===== config.mk =====
export PLATFORM = sky130hd
export DESIGN_NAME = string_framer_tx
export DESIGN_NICKNAME = d
export VERILOG_FILES = /design/src/verilog/uart_string_pkg.sv /design/src/verilog/string_framer_tx.sv
export SDC_FILE = /design/constraint.sdc
export NUM_CORES = 1
export LEC_CHECK = 0
export BUFFER_PORTS_ARGS = -buffer_cell sky130_fd_sc_hd__buf_2
export CAP_MARGIN = 40
export CORE_AREA = 2 2 439 441
export DETAILED_ROUTE_END_ITERATION = 10
export DIE_AREA = 0 0 441 443
export PLACE_DENSITY = 0.47
export SKIP_CTS_REPAIR_TIMING = 1
export SLEW_MARGIN = 20
export SYNTH_ARGS = -nofsm -noshare
export SYNTH_HDL_FRONTEND = slang
export SYNTH_SLANG_ARGS = --single-unit

===== constraint.sdc =====
create_clock -name sys_clk -period 92.1 [get_ports sys_clk]
set_input_delay 13.815 -clock sys_clk [delete_from_list [all_inputs] [get_ports sys_clk]]
set_output_delay 13.815 -clock sys_clk [all_outputs]
set_load 0.02 [all_outputs]

===== src/verilog/uart_string_pkg.sv =====
// ----------------------------------------------------------------------
// Shared constants and state types for the UART string link.
// String buffer sizes, serial bit timing, the frame delimiter
// and the FSM state encodings of the byte and string layers.
// ----------------------------------------------------------------------
`default_nettype none

package uart_string_pkg;

	// String buffer geometry, byte k at bits 8k+7 down to 8k.
	localparam logic [7:0] STR_BYTES = 8'd137;
	localparam int STR_W = 1096;
	localparam int LEN_W = 8;

	// 115200 baud from a 10 MHz sys_clk.
	localparam int BAUD_CNT_W = 7;
	localparam logic [BAUD_CNT_W-1:0] CLKS_PER_BIT = 7'd87;
	localparam int TX_STOP_BITS = 2;

	// Delimiter, sent twice on each side of the content.
	localparam logic [7:0] FRAME_CHAR = 8'h26;

	typedef enum logic [1:0] {
		UART_IDLE,
		UART_START,
		UART_DATA,
		UART_STOP
	} uart_state_e;

	typedef enum logic [2:0] {
		TX_IDLE,
		TX_OPEN1,
		TX_OPEN2,
		TX_CONTENT,
		TX_CLOSE1,
		TX_CLOSE2,
		TX_FINISH
	} str_tx_state_e;

	typedef enum logic [2:0] {
		RX_IDLE,
		RX_OPEN1,
		RX_CONTENT,
		RX_CLOSE1,
		RX_FINISH
	} str_rx_state_e;

endpackage

`default_nettype wire


===== src/verilog/string_framer_tx.sv =====
// ----------------------------------------------------------------------
// Transmit framer: sends "&&", the content bytes, then "&&".
// Requests one byte at a time from the UART transmitter.
// ----------------------------------------------------------------------
`default_nettype none

module string_framer_tx import uart_string_pkg::*; (
	input  wire logic             sys_clk,
	input  wire logic             sys_rst_n,
	input  wire logic [STR_W-1:0] tx_string,
	input  wire logic [LEN_W-1:0] tx_length,
	input  wire logic             tx_req,
	input  wire logic             byte_done,
	output logic [7:0]            byte_data,
	output logic                  byte_req,
	output logic                  tx_busy,
	output logic                  tx_done
);

	str_tx_state_e state;
	logic [STR_W-1:0] str_q;
	logic [LEN_W-1:0] len_q;
	logic [LEN_W-1:0] byte_cnt;
	logic accept;

	// Finish behaves like idle for a new request.
	assign accept = tx_req && (state == TX_IDLE || state == TX_FINISH);
	assign tx_busy = (state != TX_IDLE) && (state != TX_FINISH);
	assign tx_done = (state == TX_FINISH);

	always_ff @(posedge sys_clk or negedge sys_rst_n) begin
		if (!sys_rst_n) begin
			state <= TX_IDLE;
			byte_cnt <= '0;
			byte_data <= '0;
			byte_req <= 1'b0;
		end else begin
			byte_req <= 1'b0;
			if (accept) begin
				byte_data <= FRAME_CHAR;
				byte_req <= 1'b1;
				state <= TX_OPEN1;
			end else if (state == TX_FINISH) begin
				state <= TX_IDLE;
			end else if (byte_done) begin
				byte_req <= (state != TX_CLOSE2);
				case (state)
					TX_OPEN1: begin
						byte_data <= FRAME_CHAR;
						state <= TX_OPEN2;
					end
					TX_OPEN2: begin
						if (len_q == '0) begin
							byte_data <= FRAME_CHAR;
							state <= TX_CLOSE1;
						end else begin
							byte_data <= str_q[7:0];
							byte_cnt <= 8'd1;
							state <= TX_CONTENT;
						end
					end
					TX_CONTENT: begin
						if (byte_cnt == len_q) begin
							byte_data <= FRAME_CHAR;
							state <= TX_CLOSE1;
						end else begin
							byte_data <= str_q[{byte_cnt, 3'b000} +: 8];
							byte_cnt <= byte_cnt + 1'b1;
						end
					end
					TX_CLOSE1: begin
						byte_data <= FRAME_CHAR;
						state <= TX_CLOSE2;
					end
					TX_CLOSE2: state <= TX_FINISH;
					default: state <= TX_IDLE;
				endcase
			end
		end
	end

	// Request snapshot, length clamped to the buffer size.
	always_ff @(posedge sys_clk) begin
		if (accept) begin
			str_q <= tx_string;
			len_q <= (tx_length > STR_BYTES) ? STR_BYTES : tx_length;
		end
	end

endmodule

`default_nettype wire


==> impl_summary.md, run 1 <==
Run status
The flow ran to the end, and the final reports show no timing, DRC or antenna violations.

Synth
The gate count after technology mapping is 2097. The number of nets in the synthesized netlist is 3208. Of the total synthesized cell area, the portion taken by full adders, half adders and majority gates is 0.000855. The synthesized cell area is 43900 um^2.

The compound-gate portion of the synthesized area came to 0.0427. The number of warnings reported in the yosys synthesis log is 0. The proportion of synthesized chip area in sequential cells is 0.766. Of the total synthesized cell area, the portion taken by AND, OR, NAND and NOR gates is 0.0173. The xor and xnor area share after synthesis is 0.00160. A synthesized cell averages 20.9 um^2.

The number of flops mapped to enable cells by yosys is 1104. The flip-flop and latch count after synthesis is 1124. In the synthesized netlist the dominant register cell turns out to be sky130_fd_sc_hd__edfxtp_1. The count of different cell masters after synthesis is 63. The portion of synthesized area spent on multiplexers is 0.152.

The share of synthesized area in the top cell type comes to 0.755. The proportion of synthesized flip-flops having asynchronous set or reset is 0.0178. By area the synthesized netlist is led by sky130_fd_sc_hd__edfxtp_1, sky130_fd_sc_hd__mux4_2, sky130_fd_sc_hd__mux2i_1. The dominant cell type by area after synthesis is sky130_fd_sc_hd__edfxtp_1. The largest family of logic cells by synthesized area is multiplexers.

Pwr
In this run the static leakage power is 20.7 nW. The completed layout was analyzed and its total power is 1.68 mW. Summed over all nets, the switching power comes to 510 uW.

The share of total power dissipated in combinational logic is 0.246. The worst IR drop on VDD is 0.0164 mV. The internal power of the cells totals 1.17 mW.

The fraction of power consumed by the clock network is 0.303. Of the total power, the share spent switching nets is 0.303. The sequential group share of total power is 0.452.

Dividing total power by cell area gives a power density of 29.5 nW/um^2.

Detailed routing
The routed layout has 26300 vias. The count of nets left with antenna violations once routing finished came out at 0. The number of DRC violations after detailed routing is 0.

For this block, the routed nets add up to 178000 um of wire. The count of routing violations after the opening detailed-route iteration is 2250. For this run, the detailed router's first-pass iteration total came to 6. Dividing the detail-routed via count by the number of cells gives 4.40.

The mean routed wirelength per cell is 29.8 um.

Timing
The share of the clock period used by the worst path after layout is 0.180. The clock period minus final worst setup slack is 16.60 ns. After layout, the worst setup slack is 75.50 ns. The max-slew violation count is 0. The maximum clock skew at final layout is 0.0343 ns. Hold timing on the final database bottoms out at a slack of 0.591 ns. Setup violations remaining at the end of the flow were counted as 0. The fmax is 0.0603 GHz. The number of hold violations in the final report came to 0. In this run the tightest slew margin relative to its limit is 0.302. Setup repair after global routing left no endpoint under its margin. The total negative slack is 0 ns. For the pin with the worst max-slew slack, the measured transition is 1.05 ns.

Worst setup path
Data on the critical path is required at its endpoint by 92.50 ns. The worst setup path is captured at a flop. The startpoint type of the worst setup path is a primary input. By startpoint and endpoint, the worst setup path is classified as in -> reg. The largest driver fanout on the critical path is 60. The arrival time of the worst setup path is 17.00 ns.

Clocking
The cell at the root of the clock tree is sky130_fd_sc_hd__clkbuf_16. The maximum clock insertion buffer count is 3. The TritonCTS clock tree is done.

The TritonCTS buffer count is 134. The clock latency of the later-clocked register in the worst-skew pair is 0.78 ns. Clock-pin slew was measured on the worst setup and hold paths at 0.06 ns.

The clock tree synthesis step divided the H-tree into 4 levels. The number of sinks handled by clock tree synthesis is 1124.

Finish
The post-layout net count is 4413. The share of layout cells above drive strength 1 is 0.475. The count of cells in the finished layout, fillers not included, comes to 5985. The area growth from synthesis to layout is 29.9%.

Die
The die span in x is 441 um. The number of rows in the core area is 161. The number of placed I/O pins is 1119. The initial utilization of the core area, before any placement, comes to 0.230.

The floorplan die height is 443 um. The floorplan step defined a die boundary enclosing 195000 um^2. The core region is 191000 um^2.

GRT
The number of antenna violations at the first check in global routing is 159. The number of global-route vias before repair is 26800. Entering global routing, the biggest net connects 146 pins. The wire length of the first global-routing pass is 232000 um. The global route total overflow is 0. The overall track demand over capacity in global routing is 0.178.

Hold path
The min-delay analysis places its worst path in the category reg -> reg.

Run
The max-capacitance violation count is 0.

Place
The wire-length estimate of the detail-placed layout is 137000 um. The number of placed instances, taps included, is 5690. The final weighted congestion of routability-driven global placement is 0.853. The setup slack after placement is 74.68 ns.

The count of buffers from port buffering is 1118.
Yosys cell counts, types with 9 or more instances:
cell                        number
sky130_fd_sc_hd__o22ai_1        12
sky130_fd_sc_hd__buf_6          24
sky130_fd_sc_hd__nor2b_1        18
sky130_fd_sc_hd__o21ai_0        42
sky130_fd_sc_hd__buf_2          29
sky130_fd_sc_hd__a22oi_1        33
sky130_fd_sc_hd__a31oi_1        14
sky130_fd_sc_hd__o211ai_1        9
sky130_fd_sc_hd__nand3_1        15
sky130_fd_sc_hd__nor2_1         27
sky130_fd_sc_hd__nand2_1        57
sky130_fd_sc_hd__a21oi_1        51
sky130_fd_sc_hd__edfxtp_1     1104
sky130_fd_sc_hd__mux2i_1       190
sky130_fd_sc_hd__clkbuf_1       40
sky130_fd_sc_hd__buf_1          11
sky130_fd_sc_hd__o2111ai_1       9
sky130_fd_sc_hd__a22o_1          9
sky130_fd_sc_hd__a221oi_1       25
sky130_fd_sc_hd__a21o_1          9
sky130_fd_sc_hd__dfrtp_1        20
sky130_fd_sc_hd__buf_4          10
sky130_fd_sc_hd__mux2_2         19
sky130_fd_sc_hd__mux4_2        203
stage by stage:
step / area, um^2 / utilization
6_report: 57100 / 0.298
5_1_grt: 57000 / 0.298
4_1_cts: 56900 / 0.297
3_5_place_dp: 52700 / 0.275
3_3_place_gp: 52400 / 0.274
2_1_floorplan: 43900 / -
sequential cells by signal, indices dropped and copies added (netlist names):
signal	cells
str_q	1096
state	3
byte_req	1
byte_data	8
len_q	8
byte_cnt	8
per-layer routing:
layer / track usage / routed length [um] / vias to the layer above
met5: 0 / 496 / -
met2: 0.317 / 93600 / 1125
met1: 0.209 / 67600 / 13500
met4: 0.0493 / 4520 / 78
li1: - / - / 11300
met3: 0.0451 / 12000 / 370
path summary, 6_finish.rpt:
check | slack [ns] | from | cells after the start | end
worst max-delay path | 75.50 | tx_req | 7 | str_q[404]$_DFFE_PP_
worst min-delay path | 0.59 | byte_data[0]$_DFFE_PN0P_ | 2 | byte_data[0]$_DFFE_PN0P_
worst max register to register | 87.14 | byte_cnt[0]$_DFFE_PN0P_ | 9 | byte_data[6]$_DFFE_PN0P_
worst min register to register | 0.59 | byte_data[0]$_DFFE_PN0P_ | 2 | byte_data[0]$_DFFE_PN0P_
max in group asynchronous | 78.54 | sys_rst_n | 1 | byte_cnt[3]$_DFFE_PN0P_
min in group asynchronous | 13.06 | sys_rst_n | 1 | state[0]$_DFFE_PN0P_
power by group through the flow:
stage	combinational (mW)	clock (mW)	sequential, mW
after detailed placement	0.428	0	0.771
after global placement	0.412	0	0.771
final	0.413	0.509	0.760
after global routing	0.447	0.545	0.770
after floorplan	0.274	0	1.08
after CTS	0.428	0.525	0.762
final cells by class:
class / count / area, um^2
diodes: 55 / 138
inverters: 8 / 30.0
repair buffers: 1190 / 6380
multi-input cells: 844 / 9470
fillers: 19000 / 134000
clock inverters: 71 / 668
well taps: 2526 / 3160
clock buffers: 167 / 3530
flip-flops and latches: 1124 / 33700
cell families (layout without fill, tap and decap cells):
| group | count (synthesis) | after routing |
|---|---|---|
| fa+ha+maj | 3 | 3 |
| simple gates | 154 | 154 |
| mux | 412 | 412 |
| other cells | 0 | 55 |
| compound gates | 267 | 267 |
| flops | 1124 | 1124 |
| xor+xnor | 8 | 8 |
| buf+inv | 129 | 1436 |
worst max-delay path, cell delays in order:
cell                      delay (ns)
sky130_fd_sc_hd__buf_2          0.12
sky130_fd_sc_hd__nor4b_4        0.38
sky130_fd_sc_hd__buf_4          0.54
sky130_fd_sc_hd__buf_4          0.38
sky130_fd_sc_hd__buf_16         0.32
sky130_fd_sc_hd__buf_4          0.67
sky130_fd_sc_hd__buf_4          0.63
cells in the final DEF, fill, tap and decap left out, types with 15 or more instances in the layout:
cell type,count
sky130_fd_sc_hd__clkinv_1,31
sky130_fd_sc_hd__mux4_2,203
sky130_fd_sc_hd__nor2b_1,15
sky130_fd_sc_hd__edfxtp_1,1104
sky130_fd_sc_hd__a22oi_1,33
sky130_fd_sc_hd__buf_4,57
sky130_fd_sc_hd__o21ai_0,42
sky130_fd_sc_hd__mux2_2,19
sky130_fd_sc_hd__nand2_1,56
sky130_fd_sc_hd__clkinv_2,15
sky130_fd_sc_hd__buf_2,1119
sky130_fd_sc_hd__nor2_1,26
sky130_fd_sc_hd__clkbuf_1,30
sky130_fd_sc_hd__a221oi_1,25
sky130_fd_sc_hd__clkbuf_16,136
sky130_fd_sc_hd__mux2i_1,190
sky130_fd_sc_hd__diode_2,55
sky130_fd_sc_hd__a21oi_1,51
Power figures use the tool's default switching activity.
==> run 2, diff against run 1 <==
==> constraint.sdc (replaced) <==
create_clock -name sys_clk -period 16.46 [get_ports sys_clk]
set_input_delay 2.469 -clock sys_clk [delete_from_list [all_inputs] [get_ports sys_clk]]
set_output_delay 2.469 -clock sys_clk [all_outputs]
set_load 0.02 [all_outputs]
==> impl_summary.md, run 2 (synthesis gave the netlist of run 1 again) <==
Timing
The max-slew violation count is 0 (unchanged). Setup repair after global routing left no endpoint under its margin. The worst path in the final design needs a cycle of 5.00 ns, including I/O delays and setup. The final setup violation count was 0 (unchanged). The worst hold margin is 0.602 ns (+0.0111 ns). The maximum clock skew at final layout is 0.0325 ns (-0.00174 ns). The measured slew at the worst slew-check pin is 1.09 ns (+0.0470 ns). The setup slack after layout is 11.46 ns (-64.04 ns). In the finished design, the share of the clock period the worst path needs comes to 0.304. The worst-case headroom to the max-slew limit is 0.271 (-0.0314). Derived from the worst setup path, the maximum achievable clock frequency is 0.200 GHz. The total negative slack is 0 ns (unchanged). The number of hold violations in the final report was 0 (unchanged).

Die
The die span in x is 441 um (unchanged). The number of placed I/O pins is 1119 (unchanged). The initial standard-cell utilization of the core is 0.230 (unchanged). The floorplan die height is 443 um (unchanged).

The floorplan die area is 195000 um^2 (unchanged). The number of rows in the core area is 161 (unchanged). The total core area came to 191000 um^2 (unchanged).

Clocking
The TritonCTS buffer count is 133 (-0.75%). The TritonCTS clock tree is done. The clock latency of the later-clocked register in the worst-skew pair is 0.79 ns (about the same).

The clock transition at the register clock pins on the worst setup and hold paths after CTS is 0.06 ns (about the same). The number of levels in the clock H-tree is 4 (unchanged). The number of sinks handled by clock tree synthesis is 1124 (unchanged). The maximum clock insertion buffer count is 3 (unchanged). The cell at the root of the clock tree is sky130_fd_sc_hd__clkbuf_16.

Place
The count of buffers from port buffering is 1118 (unchanged). The placed wire-length estimate was 135000 um (-1.6%). The instance area at placement was 52600 um^2 (-0.17%). The final weighted congestion of routability-driven global placement came to 0.827 (-3.0%). The setup slack after placement is 10.38 ns (-64.30 ns).

Detailed routing
The number of routed nets with antenna violations came to 0 (unchanged). The met2 wire length is 91100 um (-2.7%). The routed metal-1 wirelength is 66000 um (-2.5%).

The number of DRC violations after detailed routing is 0 (unchanged). The count of routing violations after the opening detailed-route iteration is 2100 (-6.7%). The routed length on met3 was 12400 um (+3.1%).

The number of detailed-routing iterations run before antenna repair is 5 (-1). The mean routed wirelength per cell is 29.5 um (-1.1%). The number of vias per cell is 4.36 (-0.95%). The wire length after detailed routing is 176000 um (-1.1%). The via count was 26100 (-0.93%). The highest layer touched by signal routing is met5.

Run
The max-capacitance violation count came to 0 (unchanged).

Finish
The number of flip-flops under the largest register name is 1096 (unchanged). The share of layout cells above drive strength 1 is 0.475 (+0.000752). The post-layout net count is 4401 (-0.27%).

The register bank with the most flops is str_q. The leading cell type in the layout, fill and taps excluded is sky130_fd_sc_hd__buf_2. Leaving out fill and tap cells, the most frequent cells in the layout are sky130_fd_sc_hd__buf_2, sky130_fd_sc_hd__edfxtp_1, sky130_fd_sc_hd__mux4_2, sky130_fd_sc_hd__mux2i_1, sky130_fd_sc_hd__clkbuf_16. The final non-filler cell area came to 57000 um^2 (about the same). The area growth from synthesis to layout came to 29.9% (about the same).

Worst setup path
The data required time at the worst endpoint was 16.86 ns (-75.64 ns). The type of the worst setup path is in -> reg. The worst setup path is captured at a flop. The arrival time of the worst setup path is 5.40 ns (-11.60 ns).

The worst setup path is launched from a primary input. The largest driver fanout on the critical path came to 60 (unchanged).

Pwr
The worst IR drop on VDD was 0.124 mV (+660%). The cell leakage power is 20.6 nW (-0.20%). The sum of internal, switching and leakage power is 9.45 mW (+460%). The areal power density over the cells is 166 nW/um^2 (+460%).

GRT
The global route total overflow is 0 (unchanged). The number of global-route vias before repair is 27200 (+1.4%). The number of antenna violations at the first check in global routing is 166 (+4.4%). The wire length of the first global-routing pass is 230000 um (-1.0%). The maximum number of pins on one net before global-route repair is 164 (+12%). The overall track demand over capacity in global routing is 0.176 (-0.00196).

Run status
The run finished with clean final reports.

Hold path
The kind of path behind the tightest hold check is reg -> reg.
[run 2: changes by cell type in the layout (fill, tap and decap cells not counted), moves of 4 or more]
cell                        change
sky130_fd_sc_hd__bufinv_16      +6
sky130_fd_sc_hd__buf_4         -14
sky130_fd_sc_hd__clkinv_1       -5
sky130_fd_sc_hd__buf_16         -4
sky130_fd_sc_hd__clkbuf_1       -5
sky130_fd_sc_hd__diode_2       +19
sky130_fd_sc_hd__clkinv_16      -6
sky130_fd_sc_hd__buf_12         +6
[run 2: through the flow]
stage                     utilization  cells
after floorplan                     -   2097
after global placement          0.274   5664
after detailed placement        0.275   5678
after CTS                       0.297   5909
after global routing            0.298   5958
final                           0.298   5986
[run 2: layout make-up]
cell class | instances | area (um^2)
antenna | 74 | 185
clock buffer | 163 | 3550
clock inverter | 68 | 639
fill | 19100 | 134000
inverter | 8 | 30.0
multi-input combinational | 844 | 9480
sequential | 1124 | 33700
tap | 2526 | 3160
timing repair buffer | 1179 | 6310
[run 2: final timing paths]
kind	cells after the start	slack [ns]	to	startpoint
setup / recovery	8	11.46	str_q[1060]$_DFFE_PP_	tx_req
hold / removal	2	0.60	byte_data[2]$_DFFE_PN0P_	byte_data[2]$_DFFE_PN0P_
setup reg to reg	7	12.21	byte_data[6]$_DFFE_PN0P_	byte_cnt[0]$_DFFE_PN0P_
hold reg to reg	2	0.60	byte_data[2]$_DFFE_PN0P_	byte_data[2]$_DFFE_PN0P_
max in group asynchronous	1	14.13	byte_cnt[3]$_DFFE_PN0P_	sys_rst_n
min in group asynchronous	1	1.74	byte_data[2]$_DFFE_PN0P_	sys_rst_n
[run 2: report_power, final]
group | switching [mW] | total (mW) | internal (mW)
Clock | 1.22 | 2.90 | 1.67
Sequential | 0.232 | 4.25 | 4.02
Combinational | 1.37 | 2.31 | 0.940
[run 2: routing by layer]
layer	global-route usage	vias to the layer above
met3	0.0517	399
met4	0.0713	102
met2	0.304	1092
met5	0	-
li1	-	11300
met1	0.201	13200
[run 2: worst max-delay path, stage by stage]
cell and delay [ns]:
sky130_fd_sc_hd__buf_2 0.17, sky130_fd_sc_hd__nor4b_4 0.32, sky130_fd_sc_hd__buf_4 0.39, sky130_fd_sc_hd__buf_4 0.27, sky130_fd_sc_hd__buf_16 0.28, sky130_fd_sc_hd__buf_4 0.32, sky130_fd_sc_hd__buf_16 0.30, sky130_fd_sc_hd__buf_4 0.66
==> run 3, diff against run 2 <==
--- a/config.mk
+++ b/config.mk
@@ -5,12 +5,13 @@
 export SDC_FILE = /design/constraint.sdc
 export NUM_CORES = 1
 export LEC_CHECK = 0
+export ABC_AREA = 1
 export BUFFER_PORTS_ARGS = -buffer_cell sky130_fd_sc_hd__buf_2
 export CAP_MARGIN = 40
-export CORE_AREA = 2 2 439 441
+export CORE_AREA = 2 2 434 436
 export DETAILED_ROUTE_END_ITERATION = 10
-export DIE_AREA = 0 0 441 443
-export PLACE_DENSITY = 0.47
+export DIE_AREA = 0 0 436 438
+export PLACE_DENSITY = 0.49
 export SKIP_CTS_REPAIR_TIMING = 1
 export SLEW_MARGIN = 20
 export SYNTH_ARGS = -nofsm -noshare
==> constraint.sdc (replaced) <==
create_clock -name sys_clk -period 4.7 [get_ports sys_clk]
set_input_delay 0.705 -clock sys_clk [delete_from_list [all_inputs] [get_ports sys_clk]]
set_output_delay 0.705 -clock sys_clk [all_outputs]
set_load 0.02 [all_outputs]
==> impl_summary.md, run 3 <==
Run status
The flow ran to the end, and the final reports show no timing, DRC or antenna violations.

Detailed routing
The number of routed nets with antenna violations is 0 (unchanged). The via count is 35300 (+36%). The wire length after detailed routing was 210000 um (+19%).

The number of detailed-routing iterations run before antenna repair is 6 (+1). The number of vias per cell was 4.52 (+3.7%). The count of routing violations after the opening detailed-route iteration came to 3093 (+47%). The mean routed wirelength per cell came to 26.8 um (-8.9%). The number of DRC violations after detailed routing is 0 (unchanged).

Pwr
The areal power density over the cells is 636 nW/um^2 (+280%). The sum of internal, switching and leakage power came to 37.7 mW (+300%). The cell leakage power is 23.4 nW (+13%).

The worst IR drop on VDD was 0.405 mV (+230%).

GRT
The number of antenna violations at the first check in global routing is 191 (+15%). The maximum number of pins on one net before global-route repair was 153 (-6.7%). The wire length of the first global-routing pass came to 278000 um (+21%).

The global route total overflow was 0 (unchanged). The overall track demand over capacity in global routing is 0.212 (+0.0362). The number of global-route vias before repair is 34700 (+28%).

Worst setup path
The setup path with the least slack is of type reg -> reg. The largest incremental delay on the critical path is 0.62 ns (-0.04 ns). The largest driver fanout on the critical path is 152 (+150%). The data required time at the worst endpoint is 5.43 ns (-11.43 ns).

In this design, the largest share of critical-path delay is due to simple AND/OR/NAND/NOR gates. The worst path buffer plus inverter count was 2 (-5). The endpoint type of the worst setup path is a flop.

The slowest stage cell on the critical path is sky130_fd_sc_hd__dfrtp_4. The worst setup path is launched from a flop. Walking the worst path, the cells encountered are inv_16 -> buf_4 -> nor2_1 -> o211ai_1 -> nand3_1 -> nand2_1 -> nand3_1 -> nand2_1 -> nand3_1 -> nand2_1 -> nand2_1 -> nand2_1 -> nand2_1 -> nand2_1.

The arrival time of the worst setup path is 4.21 ns (-1.19 ns). Counting stages on the worst path, the most repeated cell is sky130_fd_sc_hd__nand2_1.

Synth
The most common cell in the synthesized netlist is sky130_fd_sc_hd__edfxtp_1. The most used flip-flop cell after synthesis is sky130_fd_sc_hd__edfxtp_1. The flip-flop and latch count after synthesis is 1124 (unchanged). Ranked by total cell area, the synthesized netlist is headed by sky130_fd_sc_hd__edfxtp_1, sky130_fd_sc_hd__nand2_1, sky130_fd_sc_hd__nor2_1. The number of nets in the synthesized netlist is 5108 (+59%). The dominant cell type by area after synthesis is sky130_fd_sc_hd__edfxtp_1. The synthesized cell area was 46300 um^2 (+5.5%). The proportion of synthesized chip area in sequential cells was 0.726 (-0.0400). The mean post-synth cell area is 11.6 um^2 (-45%).

The number of warnings reported in the yosys synthesis log is 0 (unchanged). Sorting the synthesized cells by how often they occur yields sky130_fd_sc_hd__edfxtp_1, sky130_fd_sc_hd__nand2_1, sky130_fd_sc_hd__nor2_1. The proportion of synthesized flip-flops having asynchronous set or reset is 0.0178 (unchanged). The fraction of synthesized cell area taken by the top area cell type is 0.716 (-0.0395). The gate count after technology mapping is 3997 (+91%). The count of different cell masters after synthesis is 40 (-37%). The number of flops mapped to enable cells by yosys was 1104 (unchanged).

Finish
In the layout the commonest cells are sky130_fd_sc_hd__buf_2, sky130_fd_sc_hd__edfxtp_1, sky130_fd_sc_hd__nand2_1, sky130_fd_sc_hd__nor2_1, sky130_fd_sc_hd__o21ai_0. The total area of sequential cells is 33700 um^2 (about the same). The register bank with the most flops is str_q. Relative to the synthesized area, the layout overhead comes to 28.0%. The fill cell instance count of the final layout came to 19300 (+1.1%).

The share of layout cells above drive strength 1 is 0.271 (-0.204). The post-layout net count is 6220 (+41%). The post-layout instance count excluding filler cells was 7824 (+31%). The number of flip-flops under the largest register name is 1096 (unchanged). The library cell used most frequently in the layout, excluding fill and tap cells, is sky130_fd_sc_hd__buf_2. The total area of multi-input combinational cells came to 10500 um^2 (+11%).

The final non-filler cell area came to 59300 um^2 (+4.0%). The share of the core filled with cells in the final layout is 0.318 (+0.0195).

Clocking
The TritonCTS clock tree is done. The number of sinks handled by clock tree synthesis is 1124 (unchanged). The clock transition at the register clock pins on the worst setup and hold paths after CTS is 0.06 ns (about the same). The clock latency of the later-clocked register in the worst-skew pair came to 0.80 ns (about the same).

The cell sitting at the root of the clock tree is a sky130_fd_sc_hd__clkbuf_16. The number of levels in the clock H-tree is 4 (unchanged). The TritonCTS buffer count is 137 (+3.0%). The maximum clock insertion buffer count came to 3 (unchanged).

Timing
The worst hold margin is 0.0732 ns (-0.529 ns). The measured slew at the worst slew-check pin came to 0.912 ns (-0.182 ns). Of the available clock period, the critical path in the final layout requires 0.740. The total negative slack is 0 ns (unchanged).

The max-slew violation count is 0 (unchanged). The worst-case headroom to the max-slew limit is 0.392 (+0.122). The fmax is 0.288 GHz. The final setup violation count is 0 (unchanged). The number of hold violations in the final report is 0 (unchanged). Setup repair after global routing left no endpoint under its margin. The clock period minus final worst setup slack is 3.48 ns. The maximum clock skew at final layout was 0.0357 ns (+0.00320 ns).

The setup slack after layout is 1.22 ns (-10.24 ns).

Place
The placed cell count was 7463 (+31%). The instance area at placement is 54800 um^2 (+4.2%). The placed wire-length estimate is 156000 um (+15%). The final weighted congestion of routability-driven global placement was 0.902 (+9.0%).

The count of buffers from port buffering was 1118 (unchanged). The setup slack after placement was 1.05 ns (-9.33 ns).

Die
The number of placed I/O pins is 1119 (unchanged). The floorplan die area is 191000 um^2 (-2.2%). The die span in x is 436 um (-1.1%). The initial standard-cell utilization of the core came to 0.248 (+0.0186). The floorplan die height is 438 um (-1.1%).

The number of rows in the core area was 159 (-1.2%). The total core area is 187000 um^2 (-2.4%).

Hold path
The tightest min-delay check is of the in -> reg type.

Run
The max-capacitance violation count came to 0 (unchanged).
-- run 3: cell count changes after synthesis, sizes merged, moves of 203 or more --
| cell | delta |
|---|---|
| o21ai | +363 |
| nand2 | +766 |
| nor2 | +657 |
| mux4 | -203 |
| nand3 | +245 |
| inv | +239 |
-- run 3: layout make-up --
| cell class | instances | share of cell area |
|---|---|---|
| inverter | 249 | 0.0164 |
| clock inverter | 71 | 0.00964 |
| clock buffer | 176 | 0.0614 |
| timing repair buffer | 1200 | 0.110 |
| sequential | 1124 | 0.568 |
| multi-input combinational | 2397 | 0.178 |
| tap | 2495 | 0.0526 |
| antenna | 112 | 0.00473 |
-- run 3: worst paths after layout --
check | start | slack, ns | cells after the start | end
max in group asynchronous | sys_rst_n | 3.71 | 2 | byte_cnt[0]$_DFFE_PN0P_
min reg2reg | byte_data[3]$_DFFE_PN0P_ | 0.52 | 2 | byte_data[3]$_DFFE_PN0P_
max reg2reg | byte_cnt[0]$_DFFE_PN0P_ | 1.22 | 14 | byte_data[3]$_DFFE_PN0P_
min | tx_string[448] | 0.07 | 1 | str_q[448]$_DFFE_PP_
min in group asynchronous | sys_rst_n | 0.53 | 2 | byte_data[0]$_DFFE_PN0P_
max | byte_cnt[0]$_DFFE_PN0P_ | 1.22 | 14 | byte_data[3]$_DFFE_PN0P_
-- run 3: cell families (layout without fill, tap and decap cells) --
group | Yosys count | in the layout | synth area share
other | 0 | 112 | 0
adders and majority gates | 3 | 3 | 0.000810
buffers and inverters | 476 | 1696 | 0.0467
AOI/OAI and AO/OA | 596 | 596 | 0.0710
xor gates and xnor gates | 9 | 9 | 0.00170
DFF | 1124 | 1124 | 0.726
and+or+nand+nor | 1789 | 1789 | 0.153
-- run 3: power breakdown --
| group | internal [mW] | leakage, nW | switching (mW) | total [mW] |
|---|---|---|---|---|
| Clock | 5.68 | 2.03 | 4.46 | 10.1 |
| Combinational | 3.19 | 10.7 | 9.41 | 12.6 |
| Sequential | 14.1 | 10.6 | 0.868 | 15.0 |
-- run 3: layer usage --
layer | global-route usage | wire [um]
met4 | 0.0982 | 8680
met1 | 0.247 | 80500
met5 | 0 | 526
met2 | 0.365 | 106000
met3 | 0.0535 | 14100
